===== src/include/sq_consts.svh =====
`ifndef SQ_CONSTS_SVH
`define SQ_CONSTS_SVH

// Store queue depth and slot index width
`define SQ_ENTRIES 8
`define SQ_SLOT_W 3

// Global program-order number width
`define SQN_W 7

// Store sequence count carries one extra bit so that wrap shows
`define STORE_SQN_W 4

// Register and memory word width
`define XLEN 32

`endif


===== src/design/coreSeqPkg.sv =====
`include "sq_consts.svh"

package coreSeqPkg;

    // Program-order number of any instruction
    // Age is decided by the sign of the difference of two numbers
    typedef logic [`SQN_W-1:0] sqN_t;

    // Running count of stores in program order
    // Its low bits select the queue slot
    typedef logic [`STORE_SQN_W-1:0] storeSqN_t;

    // Slot index within the store queue
    typedef logic [`SQ_SLOT_W-1:0] slotIdx_t;

endpackage


===== src/design/memAccessPkg.sv =====
`include "sq_consts.svh"

package memAccessPkg;

    typedef logic [`XLEN-1:0] byteAddr_t;
    typedef logic [`XLEN-3:0] wordAddr_t;
    typedef logic [3:0] byteMask_t;
    typedef logic [`XLEN-1:0] word_t;

    // 0 is byte, 1 is halfword, 2 is word
    typedef logic [1:0] accessSize_t;

    // Byte lanes touched by an access within its word
    function automatic byteMask_t byteMaskOf(input logic [1:0] lowAddr,
                                             input accessSize_t size);
        byteMask_t mask;
        case (size)
            2'd0: mask = byteMask_t'(4'b0001 << lowAddr);
            2'd1: mask = lowAddr[1] ? 4'b1100 : 4'b0011;
            default: mask = 4'b1111;
        endcase
        return mask;
    endfunction

endpackage


===== src/design/sqEntryTable.sv =====
`include "sq_consts.svh"

module sqEntryTable (
    input  logic                                          clk,
    input  logic                                          rst,

    input  logic                                          enqValid,
    input  coreSeqPkg::sqN_t                              enqSqN,
    input  coreSeqPkg::storeSqN_t                         enqStoreSqN,

    input  logic                                          addrValid,
    input  coreSeqPkg::storeSqN_t                         addrStoreSqN,
    input  memAccessPkg::byteAddr_t                       addrByte,
    input  memAccessPkg::accessSize_t                     addrSize,
    input  memAccessPkg::word_t                           addrData,

    input  coreSeqPkg::sqN_t                              curSqN,

    input  logic                                          branchValid,
    input  coreSeqPkg::sqN_t                              branchSqN,

    input  logic                                          deqValid,
    input  coreSeqPkg::slotIdx_t                          headIdx,

    output logic [`SQ_ENTRIES-1:0]                        entryValid,
    output logic [`SQ_ENTRIES-1:0]                        entryReady,
    output logic [`SQ_ENTRIES-1:0]                        entryAddrAvail,
    output coreSeqPkg::sqN_t [`SQ_ENTRIES-1:0]            entrySqN,
    output memAccessPkg::wordAddr_t [`SQ_ENTRIES-1:0]     entryAddr,
    output memAccessPkg::byteMask_t [`SQ_ENTRIES-1:0]     entryMask,
    output memAccessPkg::word_t [`SQ_ENTRIES-1:0]         entryData
);

    coreSeqPkg::slotIdx_t enqIdx;
    coreSeqPkg::slotIdx_t addrIdx;
    memAccessPkg::byteMask_t addrMask;
    memAccessPkg::word_t addrLaneData;

    assign enqIdx = enqStoreSqN[`SQ_SLOT_W-1:0];
    assign addrIdx = addrStoreSqN[`SQ_SLOT_W-1:0];

    // Register data arrives in the low bits and moves to its byte lanes here
    assign addrMask = memAccessPkg::byteMaskOf(addrByte[1:0], addrSize);
    assign addrLaneData = addrData << {addrByte[1:0], 3'b000};

    // Control bits per slot
    always_ff @(posedge clk) begin
        if (rst) begin
            entryValid <= '0;
            entryReady <= '0;
            entryAddrAvail <= '0;
        end else begin
            // Commit marking once the core's commit number passes the store
            for (int i = 0; i < `SQ_ENTRIES; i++) begin
                if (entryValid[i] &&
                    $signed(coreSeqPkg::sqN_t'(curSqN - entrySqN[i])) > 0) begin
                    entryReady[i] <= 1'b1;
                end
            end

            // Mispredict drops uncommitted stores younger than the branch
            if (branchValid) begin
                for (int i = 0; i < `SQ_ENTRIES; i++) begin
                    if (!entryReady[i] &&
                        $signed(coreSeqPkg::sqN_t'(entrySqN[i] - branchSqN)) > 0) begin
                        entryValid[i] <= 1'b0;
                        entryAddrAvail[i] <= 1'b0;
                    end
                end
            end

            // Head slot leaves when the retire logic takes it
            if (deqValid) begin
                entryValid[headIdx] <= 1'b0;
                entryReady[headIdx] <= 1'b0;
                entryAddrAvail[headIdx] <= 1'b0;
            end

            if (addrValid) begin
                entryAddrAvail[addrIdx] <= 1'b1;
            end

            // A new store starts unaddressed and uncommitted
            if (enqValid) begin
                entryValid[enqIdx] <= 1'b1;
                entryReady[enqIdx] <= 1'b0;
                entryAddrAvail[enqIdx] <= 1'b0;
            end
        end
    end

    // Payload per slot
    always_ff @(posedge clk) begin
        if (enqValid) begin
            entrySqN[enqIdx] <= enqSqN;
        end
        if (addrValid) begin
            entryAddr[addrIdx] <= addrByte[`XLEN-1:2];
            entryMask[addrIdx] <= addrMask;
            entryData[addrIdx] <= addrLaneData;
        end
    end

endmodule


===== src/design/sqRetire.sv =====
`include "sq_consts.svh"

module sqRetire (
    input  logic                                          clk,
    input  logic                                          rst,

    input  logic [`SQ_ENTRIES-1:0]                        entryValid,
    input  logic [`SQ_ENTRIES-1:0]                        entryReady,
    input  logic [`SQ_ENTRIES-1:0]                        entryAddrAvail,
    input  memAccessPkg::wordAddr_t [`SQ_ENTRIES-1:0]     entryAddr,
    input  memAccessPkg::byteMask_t [`SQ_ENTRIES-1:0]     entryMask,
    input  memAccessPkg::word_t [`SQ_ENTRIES-1:0]         entryData,

    output coreSeqPkg::slotIdx_t                          headIdx,
    output logic                                          deqValid,

    output logic                                          stValid,
    output memAccessPkg::wordAddr_t                       stAddr,
    output memAccessPkg::byteMask_t                       stMask,
    output memAccessPkg::word_t                           stData,

    output coreSeqPkg::storeSqN_t                         maxStoreSqN,
    output logic                                          empty
);

    // storeSqN of the oldest store still in the queue
    coreSeqPkg::storeSqN_t headSqN;

    assign headIdx = headSqN[`SQ_SLOT_W-1:0];

    // The head leaves once it is committed and has its address
    assign deqValid = entryValid[headIdx] && entryReady[headIdx] && entryAddrAvail[headIdx];

    always_ff @(posedge clk) begin
        if (rst) begin
            headSqN <= '0;
            stValid <= 1'b0;
            maxStoreSqN <= coreSeqPkg::storeSqN_t'(`SQ_ENTRIES - 1);
            empty <= 1'b1;
        end else begin
            stValid <= deqValid;
            if (deqValid) begin
                headSqN <= coreSeqPkg::storeSqN_t'(headSqN + 1'b1);
            end

            // Status lags the head by one cycle
            maxStoreSqN <= coreSeqPkg::storeSqN_t'(headSqN + (`SQ_ENTRIES - 1));
            empty <= ~|entryValid;
        end
    end

    // Store payload
    always_ff @(posedge clk) begin
        if (deqValid) begin
            stAddr <= entryAddr[headIdx];
            stMask <= entryMask[headIdx];
            stData <= entryData[headIdx];
        end
    end

endmodule


===== src/design/sqForward.sv =====
`include "sq_consts.svh"

module sqForward (
    input  logic                                          clk,
    input  logic                                          rst,

    input  logic                                          loadValid,
    input  memAccessPkg::byteAddr_t                       loadAddr,
    input  memAccessPkg::accessSize_t                     loadSize,
    input  coreSeqPkg::sqN_t                              loadSqN,

    input  coreSeqPkg::slotIdx_t                          headIdx,

    input  logic [`SQ_ENTRIES-1:0]                        entryValid,
    input  logic [`SQ_ENTRIES-1:0]                        entryReady,
    input  logic [`SQ_ENTRIES-1:0]                        entryAddrAvail,
    input  coreSeqPkg::sqN_t [`SQ_ENTRIES-1:0]            entrySqN,
    input  memAccessPkg::wordAddr_t [`SQ_ENTRIES-1:0]     entryAddr,
    input  memAccessPkg::byteMask_t [`SQ_ENTRIES-1:0]     entryMask,
    input  memAccessPkg::word_t [`SQ_ENTRIES-1:0]         entryData,

    output logic                                          fwdValid,
    output memAccessPkg::word_t                           fwdData,
    output memAccessPkg::byteMask_t                       fwdMask
);

    memAccessPkg::wordAddr_t loadWord;
    memAccessPkg::byteMask_t readMask;
    logic [`SQ_ENTRIES-1:0] hit;
    memAccessPkg::word_t lookupData;
    memAccessPkg::byteMask_t lookupMask;

    assign loadWord = loadAddr[`XLEN-1:2];
    assign readMask = memAccessPkg::byteMaskOf(loadAddr[1:0], loadSize);

    // Stores older than the load, or already committed, to the same word
    always_comb begin
        for (int i = 0; i < `SQ_ENTRIES; i++) begin
            hit[i] = entryValid[i] && entryAddrAvail[i] && entryAddr[i] == loadWord &&
                     ($signed(coreSeqPkg::sqN_t'(entrySqN[i] - loadSqN)) < 0 ||
                      entryReady[i]);
        end
    end

    // Walk from the head toward the tail so the youngest store wins each byte
    always_comb begin
        coreSeqPkg::slotIdx_t idx;
        lookupData = '0;
        lookupMask = ~readMask;
        for (int i = 0; i < `SQ_ENTRIES; i++) begin
            idx = coreSeqPkg::slotIdx_t'(headIdx + i);
            if (hit[idx]) begin
                for (int b = 0; b < 4; b++) begin
                    if (entryMask[idx][b]) begin
                        lookupData[b*8 +: 8] = entryData[idx][b*8 +: 8];
                    end
                end
                lookupMask = lookupMask | entryMask[idx];
            end
        end
    end

    always_ff @(posedge clk) begin
        if (rst) begin
            fwdValid <= 1'b0;
        end else begin
            fwdValid <= loadValid;
        end
    end

    always_ff @(posedge clk) begin
        if (loadValid) begin
            fwdData <= lookupData;
            fwdMask <= lookupMask;
        end
    end

endmodule


===== src/design/storeQueue.sv =====
`include "sq_consts.svh"

module storeQueue (
    input  logic                          clk,
    input  logic                          rst,

    input  logic                          enqValid,
    input  coreSeqPkg::sqN_t              enqSqN,
    input  coreSeqPkg::storeSqN_t         enqStoreSqN,

    input  logic                          addrValid,
    input  coreSeqPkg::storeSqN_t         addrStoreSqN,
    input  memAccessPkg::byteAddr_t       addrByte,
    input  memAccessPkg::accessSize_t     addrSize,
    input  memAccessPkg::word_t           addrData,

    input  coreSeqPkg::sqN_t              curSqN,

    input  logic                          branchValid,
    input  coreSeqPkg::sqN_t              branchSqN,

    input  logic                          loadValid,
    input  memAccessPkg::byteAddr_t       loadAddr,
    input  memAccessPkg::accessSize_t     loadSize,
    input  coreSeqPkg::sqN_t              loadSqN,

    output logic                          stValid,
    output memAccessPkg::wordAddr_t       stAddr,
    output memAccessPkg::byteMask_t       stMask,
    output memAccessPkg::word_t           stData,

    output logic                          fwdValid,
    output memAccessPkg::word_t           fwdData,
    output memAccessPkg::byteMask_t       fwdMask,

    output coreSeqPkg::storeSqN_t         maxStoreSqN,
    output logic                          empty
);

    // Slot state shared by retire and forwarding
    logic [`SQ_ENTRIES-1:0] entryValid;
    logic [`SQ_ENTRIES-1:0] entryReady;
    logic [`SQ_ENTRIES-1:0] entryAddrAvail;
    coreSeqPkg::sqN_t [`SQ_ENTRIES-1:0] entrySqN;
    memAccessPkg::wordAddr_t [`SQ_ENTRIES-1:0] entryAddr;
    memAccessPkg::byteMask_t [`SQ_ENTRIES-1:0] entryMask;
    memAccessPkg::word_t [`SQ_ENTRIES-1:0] entryData;

    coreSeqPkg::slotIdx_t headIdx;
    logic deqValid;

    sqEntryTable entryTable (
        .clk            (clk),
        .rst            (rst),
        .enqValid       (enqValid),
        .enqSqN         (enqSqN),
        .enqStoreSqN    (enqStoreSqN),
        .addrValid      (addrValid),
        .addrStoreSqN   (addrStoreSqN),
        .addrByte       (addrByte),
        .addrSize       (addrSize),
        .addrData       (addrData),
        .curSqN         (curSqN),
        .branchValid    (branchValid),
        .branchSqN      (branchSqN),
        .deqValid       (deqValid),
        .headIdx        (headIdx),
        .entryValid     (entryValid),
        .entryReady     (entryReady),
        .entryAddrAvail (entryAddrAvail),
        .entrySqN       (entrySqN),
        .entryAddr      (entryAddr),
        .entryMask      (entryMask),
        .entryData      (entryData)
    );

    sqRetire retireUnit (
        .clk            (clk),
        .rst            (rst),
        .entryValid     (entryValid),
        .entryReady     (entryReady),
        .entryAddrAvail (entryAddrAvail),
        .entryAddr      (entryAddr),
        .entryMask      (entryMask),
        .entryData      (entryData),
        .headIdx        (headIdx),
        .deqValid       (deqValid),
        .stValid        (stValid),
        .stAddr         (stAddr),
        .stMask         (stMask),
        .stData         (stData),
        .maxStoreSqN    (maxStoreSqN),
        .empty          (empty)
    );

    sqForward forwardUnit (
        .clk            (clk),
        .rst            (rst),
        .loadValid      (loadValid),
        .loadAddr       (loadAddr),
        .loadSize       (loadSize),
        .loadSqN        (loadSqN),
        .headIdx        (headIdx),
        .entryValid     (entryValid),
        .entryReady     (entryReady),
        .entryAddrAvail (entryAddrAvail),
        .entrySqN       (entrySqN),
        .entryAddr      (entryAddr),
        .entryMask      (entryMask),
        .entryData      (entryData),
        .fwdValid       (fwdValid),
        .fwdData        (fwdData),
        .fwdMask        (fwdMask)
    );

endmodule


===== config.mk =====
export PLATFORM = sky130hd
export DESIGN_NAME = storeQueue
export DESIGN_NICKNAME = d
export VERILOG_FILES = /design/src/design/coreSeqPkg.sv /design/src/design/memAccessPkg.sv /design/src/design/sqEntryTable.sv /design/src/design/sqRetire.sv /design/src/design/sqForward.sv /design/src/design/storeQueue.sv
export VERILOG_INCLUDE_DIRS = /design/src /design/src/include
export SDC_FILE = /design/constraint.sdc
export NUM_CORES = 2
export LEC_CHECK = 0
export ABC_AREA = 1
export CAP_MARGIN = 10
export CORE_ASPECT_RATIO = 1.75
export CORE_MARGIN = 3
export CORE_UTILIZATION = 50
export CTS_CLUSTER_SIZE = 12
export DETAILED_ROUTE_END_ITERATION = 16
export DONT_BUFFER_PORTS = 1
export SLEW_MARGIN = 20
export SYNTH_ARGS = -nofsm -noshare
export SYNTH_HDL_FRONTEND = slang
export SYNTH_SLANG_ARGS = --single-unit
export TNS_END_PERCENT = 5

===== constraint.sdc =====
create_clock -name clk -period 8.9 [get_ports clk]
set_input_delay 1.78 -clock clk [delete_from_list [all_inputs] [get_ports clk]]
set_output_delay 1.78 -clock clk [all_outputs]
set_load 0.03 [all_outputs]

After elaboration in Yosys (flattened, before gate mapping)
Index checks and enable logic that the tools add are counted.
{"block": "word_totals", "ram_bits": 0, "mem_bits_ro": 0, "latchBits": 0, "register_bits": 721, "output_inout_bits": 109, "elab_cells": 384, "input_bits": 142, "memories": 0}
{"block": "classes", "div": 0, "mux": 173, "n_bitwise": 18, "magnitude_cmp": 37, "shift": 3, "reduce_logical": 65, "mul": 0, "n_eq_ne": 10, "n_addsub": 33}
{"op": "$bmux W32 S3", "n": 8}
{"op": "$mux W32", "n": 17}
{"op": "$mux W8", "n": 47}
{"op": "$bwmux W256", "n": 1}
{"op": "$bwmux W240", "n": 1}
{"op": "$eq A30 B30 Y1", "n": 8}
{"op": "$sub A7 B7 Y7", "n": 24}
{"op": "$gt A7 B1 Y1 const B", "n": 16}
{"op": "$bmux W4 S3", "n": 8}
{"op": "$demux W32 S3", "n": 1}
{"op": "$bmux W30 S3", "n": 1}
{"op": "$demux W30 S3", "n": 1}
{"op": "$mux W4", "n": 19}
{"op": "$mux W30", "n": 2}
{"op": "$bwmux W56", "n": 1}
{"op": "$lt A7 B1 Y1 const B", "n": 8}
{"op": "$mux W1", "n": 46}
{"op": "$logic_and A1 B1 Y1", "n": 45}
{"op": "$and A8 B8 Y8", "n": 5}
{"op": "$lt A3 B4 Y1 const B", "n": 10}
{"op": "$bmux W1 S3", "n": 11}
{"op": "$bwmux W32", "n": 1}
{"op": "$or A4 B4 Y4", "n": 8}
{"op": "$shl A32 B5 Y32", "n": 1}
{"op": "20 further kinds", "n": 49}

Depth between registers and ports, before layout
{"block": "logic_depth", "depth_word": 21, "depth_mapped": 26, "ltp_nobuf": 24}

By module
Synthesis repeated with hierarchy kept, for this count alone.
{"block": "hier_totals", "hier_cells": 7099, "hier_area_um2": 51848.5}
{"module": "sqEntryTable", "area_per_inst_um2": 24258.3, "seq_area_each_um2": 18017.3, "instances": 1, "cells_per_inst": 1737}
{"module": "sqForward", "area_per_inst_um2": 21017.7, "seq_area_each_um2": 1101.1, "instances": 1, "cells_per_inst": 4432}
{"module": "sqRetire", "area_per_inst_um2": 6572.6, "seq_area_each_um2": 2182.1, "instances": 1, "cells_per_inst": 930}

Least setup slack after synthesis
OpenSTA, ideal clock, no wires.
{"block": "synth_path", "path_type": "in2reg", "from": "input port addrStoreSqN[0]", "to": "register entryTable.entryAddr[0] (netlist name) (enable)", "slack_ns": 3.698, "path_buffers": 0, "stages": 3, "t_required_ns": 8.408, "setup_ns": 0.492, "arrival_time_ns": 4.710, "cell_sequence": "inv_1 nand2_1 nor2_1"}
{"element": "start, declared", "line_no": "storeQueue.sv:12", "rtl": "input coreSeqPkg::storeSqN_t addrStoreSqN,"}
{"element": "end signal, assigned by index", "line_no": "sqEntryTable.sv:98", "rtl": "entryAddr[addrIdx] <= addrByte[`XLEN-1:2];"}
{"element": "end, declared", "line_no": "sqEntryTable.sv:29", "rtl": "output memAccessPkg::wordAddr_t [`SQ_ENTRIES-1:0] entryAddr,"}

Worst setup path after layout
{"block": "layout_path", "from": "register retireUnit.headSqN[0]", "to": "register forwardUnit.fwdData[27] (data pin)"}
{"block": "layout_via", "elab_chain_len": 18, "elab_cells_between_ends": 71, "cone_classes": "add/sub (7); mux (64)"}
{"element": "start, declared", "line_no": "sqRetire.sv:27", "rtl": "coreSeqPkg::storeSqN_t headSqN;"}
{"element": "start signal, assigned", "line_no": "sqRetire.sv:43", "rtl": "headSqN <= coreSeqPkg::storeSqN_t'(headSqN + 1'b1);"}
{"element": "branches (longest 17 deep; another with $add A3 B1 Y3)"}
{"element": "$mux W32 *", "line_no": "sqForward.sv:52", "rtl": "if (hit[idx]) begin"}
{"element": "via forwardUnit.lookupData[27]", "line_no": "sqForward.sv:30", "rtl": "memAccessPkg::word_t lookupData;"}
{"element": "end signal, assigned", "line_no": "sqForward.sv:73", "rtl": "fwdData <= lookupData;"}
{"element": "end, declared", "line_no": "sqForward.sv:23", "rtl": "output memAccessPkg::word_t fwdData,"}
Mark *: on every way through the listed nets, which the timed path passes. The select of a mux whose other input is x is not followed.
A chain may end at the register's enable or synchronous reset.

==> summary.txt <==
Floorplan
  – Chip Height: slightly above 400 um
  – Die width: 237 um
  – Full die area: 0.0975 mm2
  – Initial Utilization: 0.507
  – I/O pins: approximately 250
  – Core area: approximately 0.09 mm2
  – Row count: roughly 150

Synth
  – Most frequent cells after synthesis: nand2_1, edfxtp_1, o21ai_0, inv_1, a21oi_1
  – Synth area leader: edfxtp_1
  – Post-Syn Nets: approximately 6400
  – Most common cell in the netlist: nand2_1
  – Post-Syn Area: between 0.04 and 0.05 mm2
  – Area fraction of the dominant cell type after synthesis: 0.440
  – Register area share after synthesis: 0.455
  – Mapped Cells: 6056
  – Ys Warns: 0
  – Synth async-reset ratio: 0
  – Distinct cells, synth: 55
  – Number of flops mapped to enable cells by yosys: between 600 and 700
  – Top post-synthesis cells by area: edfxtp_1, nand2_1, o21ai_0
  – Post-synthesis average cell area: between 7 and 8 um2
  – Synth Register Bits: slightly above 700
  – Prevailing post-synth register cell: edfxtp_1

Pwr
  – P per Cell Area: 156 mW/mm2
  – Leak pwr: around 21 nW
  – Peak VDD IR: 0.000168 V
  – Pwr Total: between 7 and 8 mW

CTS
  – Post_cts resized: 0
  – Reg clk slew, reported paths: roughly 0.060 ns
  – Post-CTS Setup Repair Bufs: 0
  – Clock Latency Late Sink: slightly below 0.7 ns
  – Hold buffer count at CTS: 0
  – CTS tree: built
  – Root Buffer: clkbuf_16
  – CTS buffer count: 75
  – Clk sinks: 721
  – CTS H-tree lvls: 3
  – Max clock buf depth: 3

Worst setup path
  – Most used cell, CP: nand2_1
  – Critical path class: reg2reg
  – CP endpoint kind: register
  – CP max-delay cell: dfxtp_4
  – CP Cell Sequence: inv_8, ha_4, inv_4, buf_4, mux2i_1, nand2_1, o21ai_1, nor2_2, a21oi_1, nand2_1, nand2_1, nand2_1, nand2_1
  – Delay of the slowest critical-path stage: between 0.8 and 0.9 ns
  – Worst EP arrival: about 5.6 ns
  – Worst EP required: slightly above 9 ns
  – Crit path max fanout: 105
  – CP bufs+invs: 3
  – Critical path startpoint category: register
  – Worst path top cell family by delay: buffers and inverters

GRT
  – Total global routing track utilization: 0.336
  – Antenna violations before repair: 19
  – Gr busiest metal: met2
  – Vias in the first global route: a little under 40000
  – M1 GR Usage: 0.378
  – Total grt overflow: 0
  – Met3 usage: 0.0816
  – Largest net degree at the start of global routing: 182
  – First-pass GRT wire length: 241 mm
  – Grt met2 use: 0.566

Cells and area
  – Fill count: 8801
  – Multi-input logic area: 0.0221 mm2
  – Seq. cell area: about 0.021 mm2
  – Share of layout cells above drive strength 1: 0.0409
  – Cell area after layout: slightly below 0.05 mm2
  – Area delta synth->final: 6.12%
  – Layout net count: 6169
  – Final Util: 0.538

STA
  – Period minus WS final: between 5 and 6 ns
  – Setup-failing EPs final: 0
  – RSZ-0062 raised after global routing: false
  – Setup_tns: 0 ns
  – Setup Skew: roughly 0.027 ns
  – Pins over their slew limit: 0
  – Worst slew pin tran: between 1 and 1.5 ns
  – Period utilisation layout: 0.589
  – Final Hold Fails: 0
  – Relative slew slack: 0.262
  – Max Freq: roughly 0.19 GHz

Outcome
  – Status: finished clean

Place
  – Port Buffers: 0
  – Placed Area: about 0.047 mm2
  – Final GP Congestion: between 1 and 1.5
  – Post-detail-place hpwl: about 110 mm

Detailed routing
  – Antenna Violating Nets Remaining: 0
  – DRC Markers: 0
  – WL/cell: ~23 um
  – Vias/cell: 5.76
  – Drt total wl: about 170 mm
  – DR pass1 iterations: 8
  – Routed via count: 41000
  – Detailed Route Iter0 Violations: ~3800

Flow run
  – Max-Cap Viols: 0

Hold path
  – Tightest Hold Check Type: reg2reg
[worst reg2reg max path: cells and delay by family, from the launching register on]
kind | cells | cell delay, ns
compound gates | 2 | 0.16
fa+ha+maj | 1 | 0.54
buf+inv | 3 | 1.82
flops | 1 | 0.89
mux | 1 | 0.20
simple gates | 6 | 1.33
[final cells by class]
type                    instances  share of cell area
repair buffers                 48             0.00776
clock buffers                 102              0.0417
inverters                     550              0.0419
diodes                         18            0.000906
clock inverters                21             0.00418
multi-input cells            4472               0.445
well taps                    1192              0.0300
flip-flops and latches        721               0.429
[stage by stage]
step	instances	hold slack [ns]	setup WS [ns]
2_1_floorplan	6056	0.439	3.70
3_5_place_dp	6983	0.463	3.24
4_1_cts	7106	0.478	3.66
3_3_place_gp	6983	0.449	3.24
6_report	7124	0.481	3.66
5_1_grt	7106	0.503	3.28
[state kept, by name, summed over array words and instances (netlist names)]
name,flops
retireUnit.stMask,4
retireUnit.stValid,1
retireUnit.empty,1
forwardUnit.fwdData,32
entryTable.entryMask,32
entryTable.entryReady,8
forwardUnit.fwdMask,4
retireUnit.headSqN,4
entryTable.entryData,256
entryTable.entrySqN,56
forwardUnit.fwdValid,1
entryTable.entryAddr,240
entryTable.entryAddrAvail,8
retireUnit.stData,32
retireUnit.maxStoreSqN,4
retireUnit.stAddr,30
entryTable.entryValid,8
[layout by cell type (no fill, tap or decap), types with 7 or more instances in the layout]
master and n:
nand3_1 206, clkinv_2 8, nor2_4 19, a31oi_1 77, a221oi_1 18, nor2_1 308
diode_2 18, xnor2_1 79, nand2_4 7, inv_2 17, clkbuf_16 78, clkbuf_1 21
dfxtp_1 32, o211ai_1 28, o2111ai_1 8, nand2_2 12, edfxtp_1 686, nand2_1 2300
nor2_2 14, nand3b_1 16, inv_1 524, fa_1 16, mux2i_1 54, buf_4 46
nand4_1 50, ha_1 141, a21oi_1 324, nor3_1 17, o21ai_1 14, xor2_1 62
clkinv_1 10, o21ai_0 645
[cells by family after synthesis]
family,Yosys count,synth area share
simple gates,2972,0.256
mux,54,0.0115
compound gates,1144,0.130
xor+xnor,143,0.0271
fa+ha+maj,159,0.0451
flops,721,0.455
buf+inv,863,0.0753
[final timing paths]
kind | cells after the start | end | slack, ns | startpoint
max | 13 | forwardUnit.fwdData[27] | 3.66 | retireUnit.headSqN[0]
min | 1 | retireUnit.maxStoreSqN[3] | 0.48 | retireUnit.headSqN[3]
max reg2reg | 13 | forwardUnit.fwdData[27] | 3.66 | retireUnit.headSqN[0]
min reg2reg | 1 | retireUnit.maxStoreSqN[3] | 0.48 | retireUnit.headSqN[3]
[report_power, final]
group          switching (mW)  internal [mW]
Clock                    1.38           1.71
Sequential             0.0863           3.84
Combinational           0.524          0.233
[layer usage]
metal / wire length, um / part of all wire / up-vias
met4: 12200 / 0.073 / 6
met5: 47 / 0.00028 / -
met1: 60700 / 0.36 / 19000
met2: 79200 / 0.47 / 1808
li1: - / - / 19700
met3: 14800 / 0.089 / 516
Power figures use the tool's default switching activity.
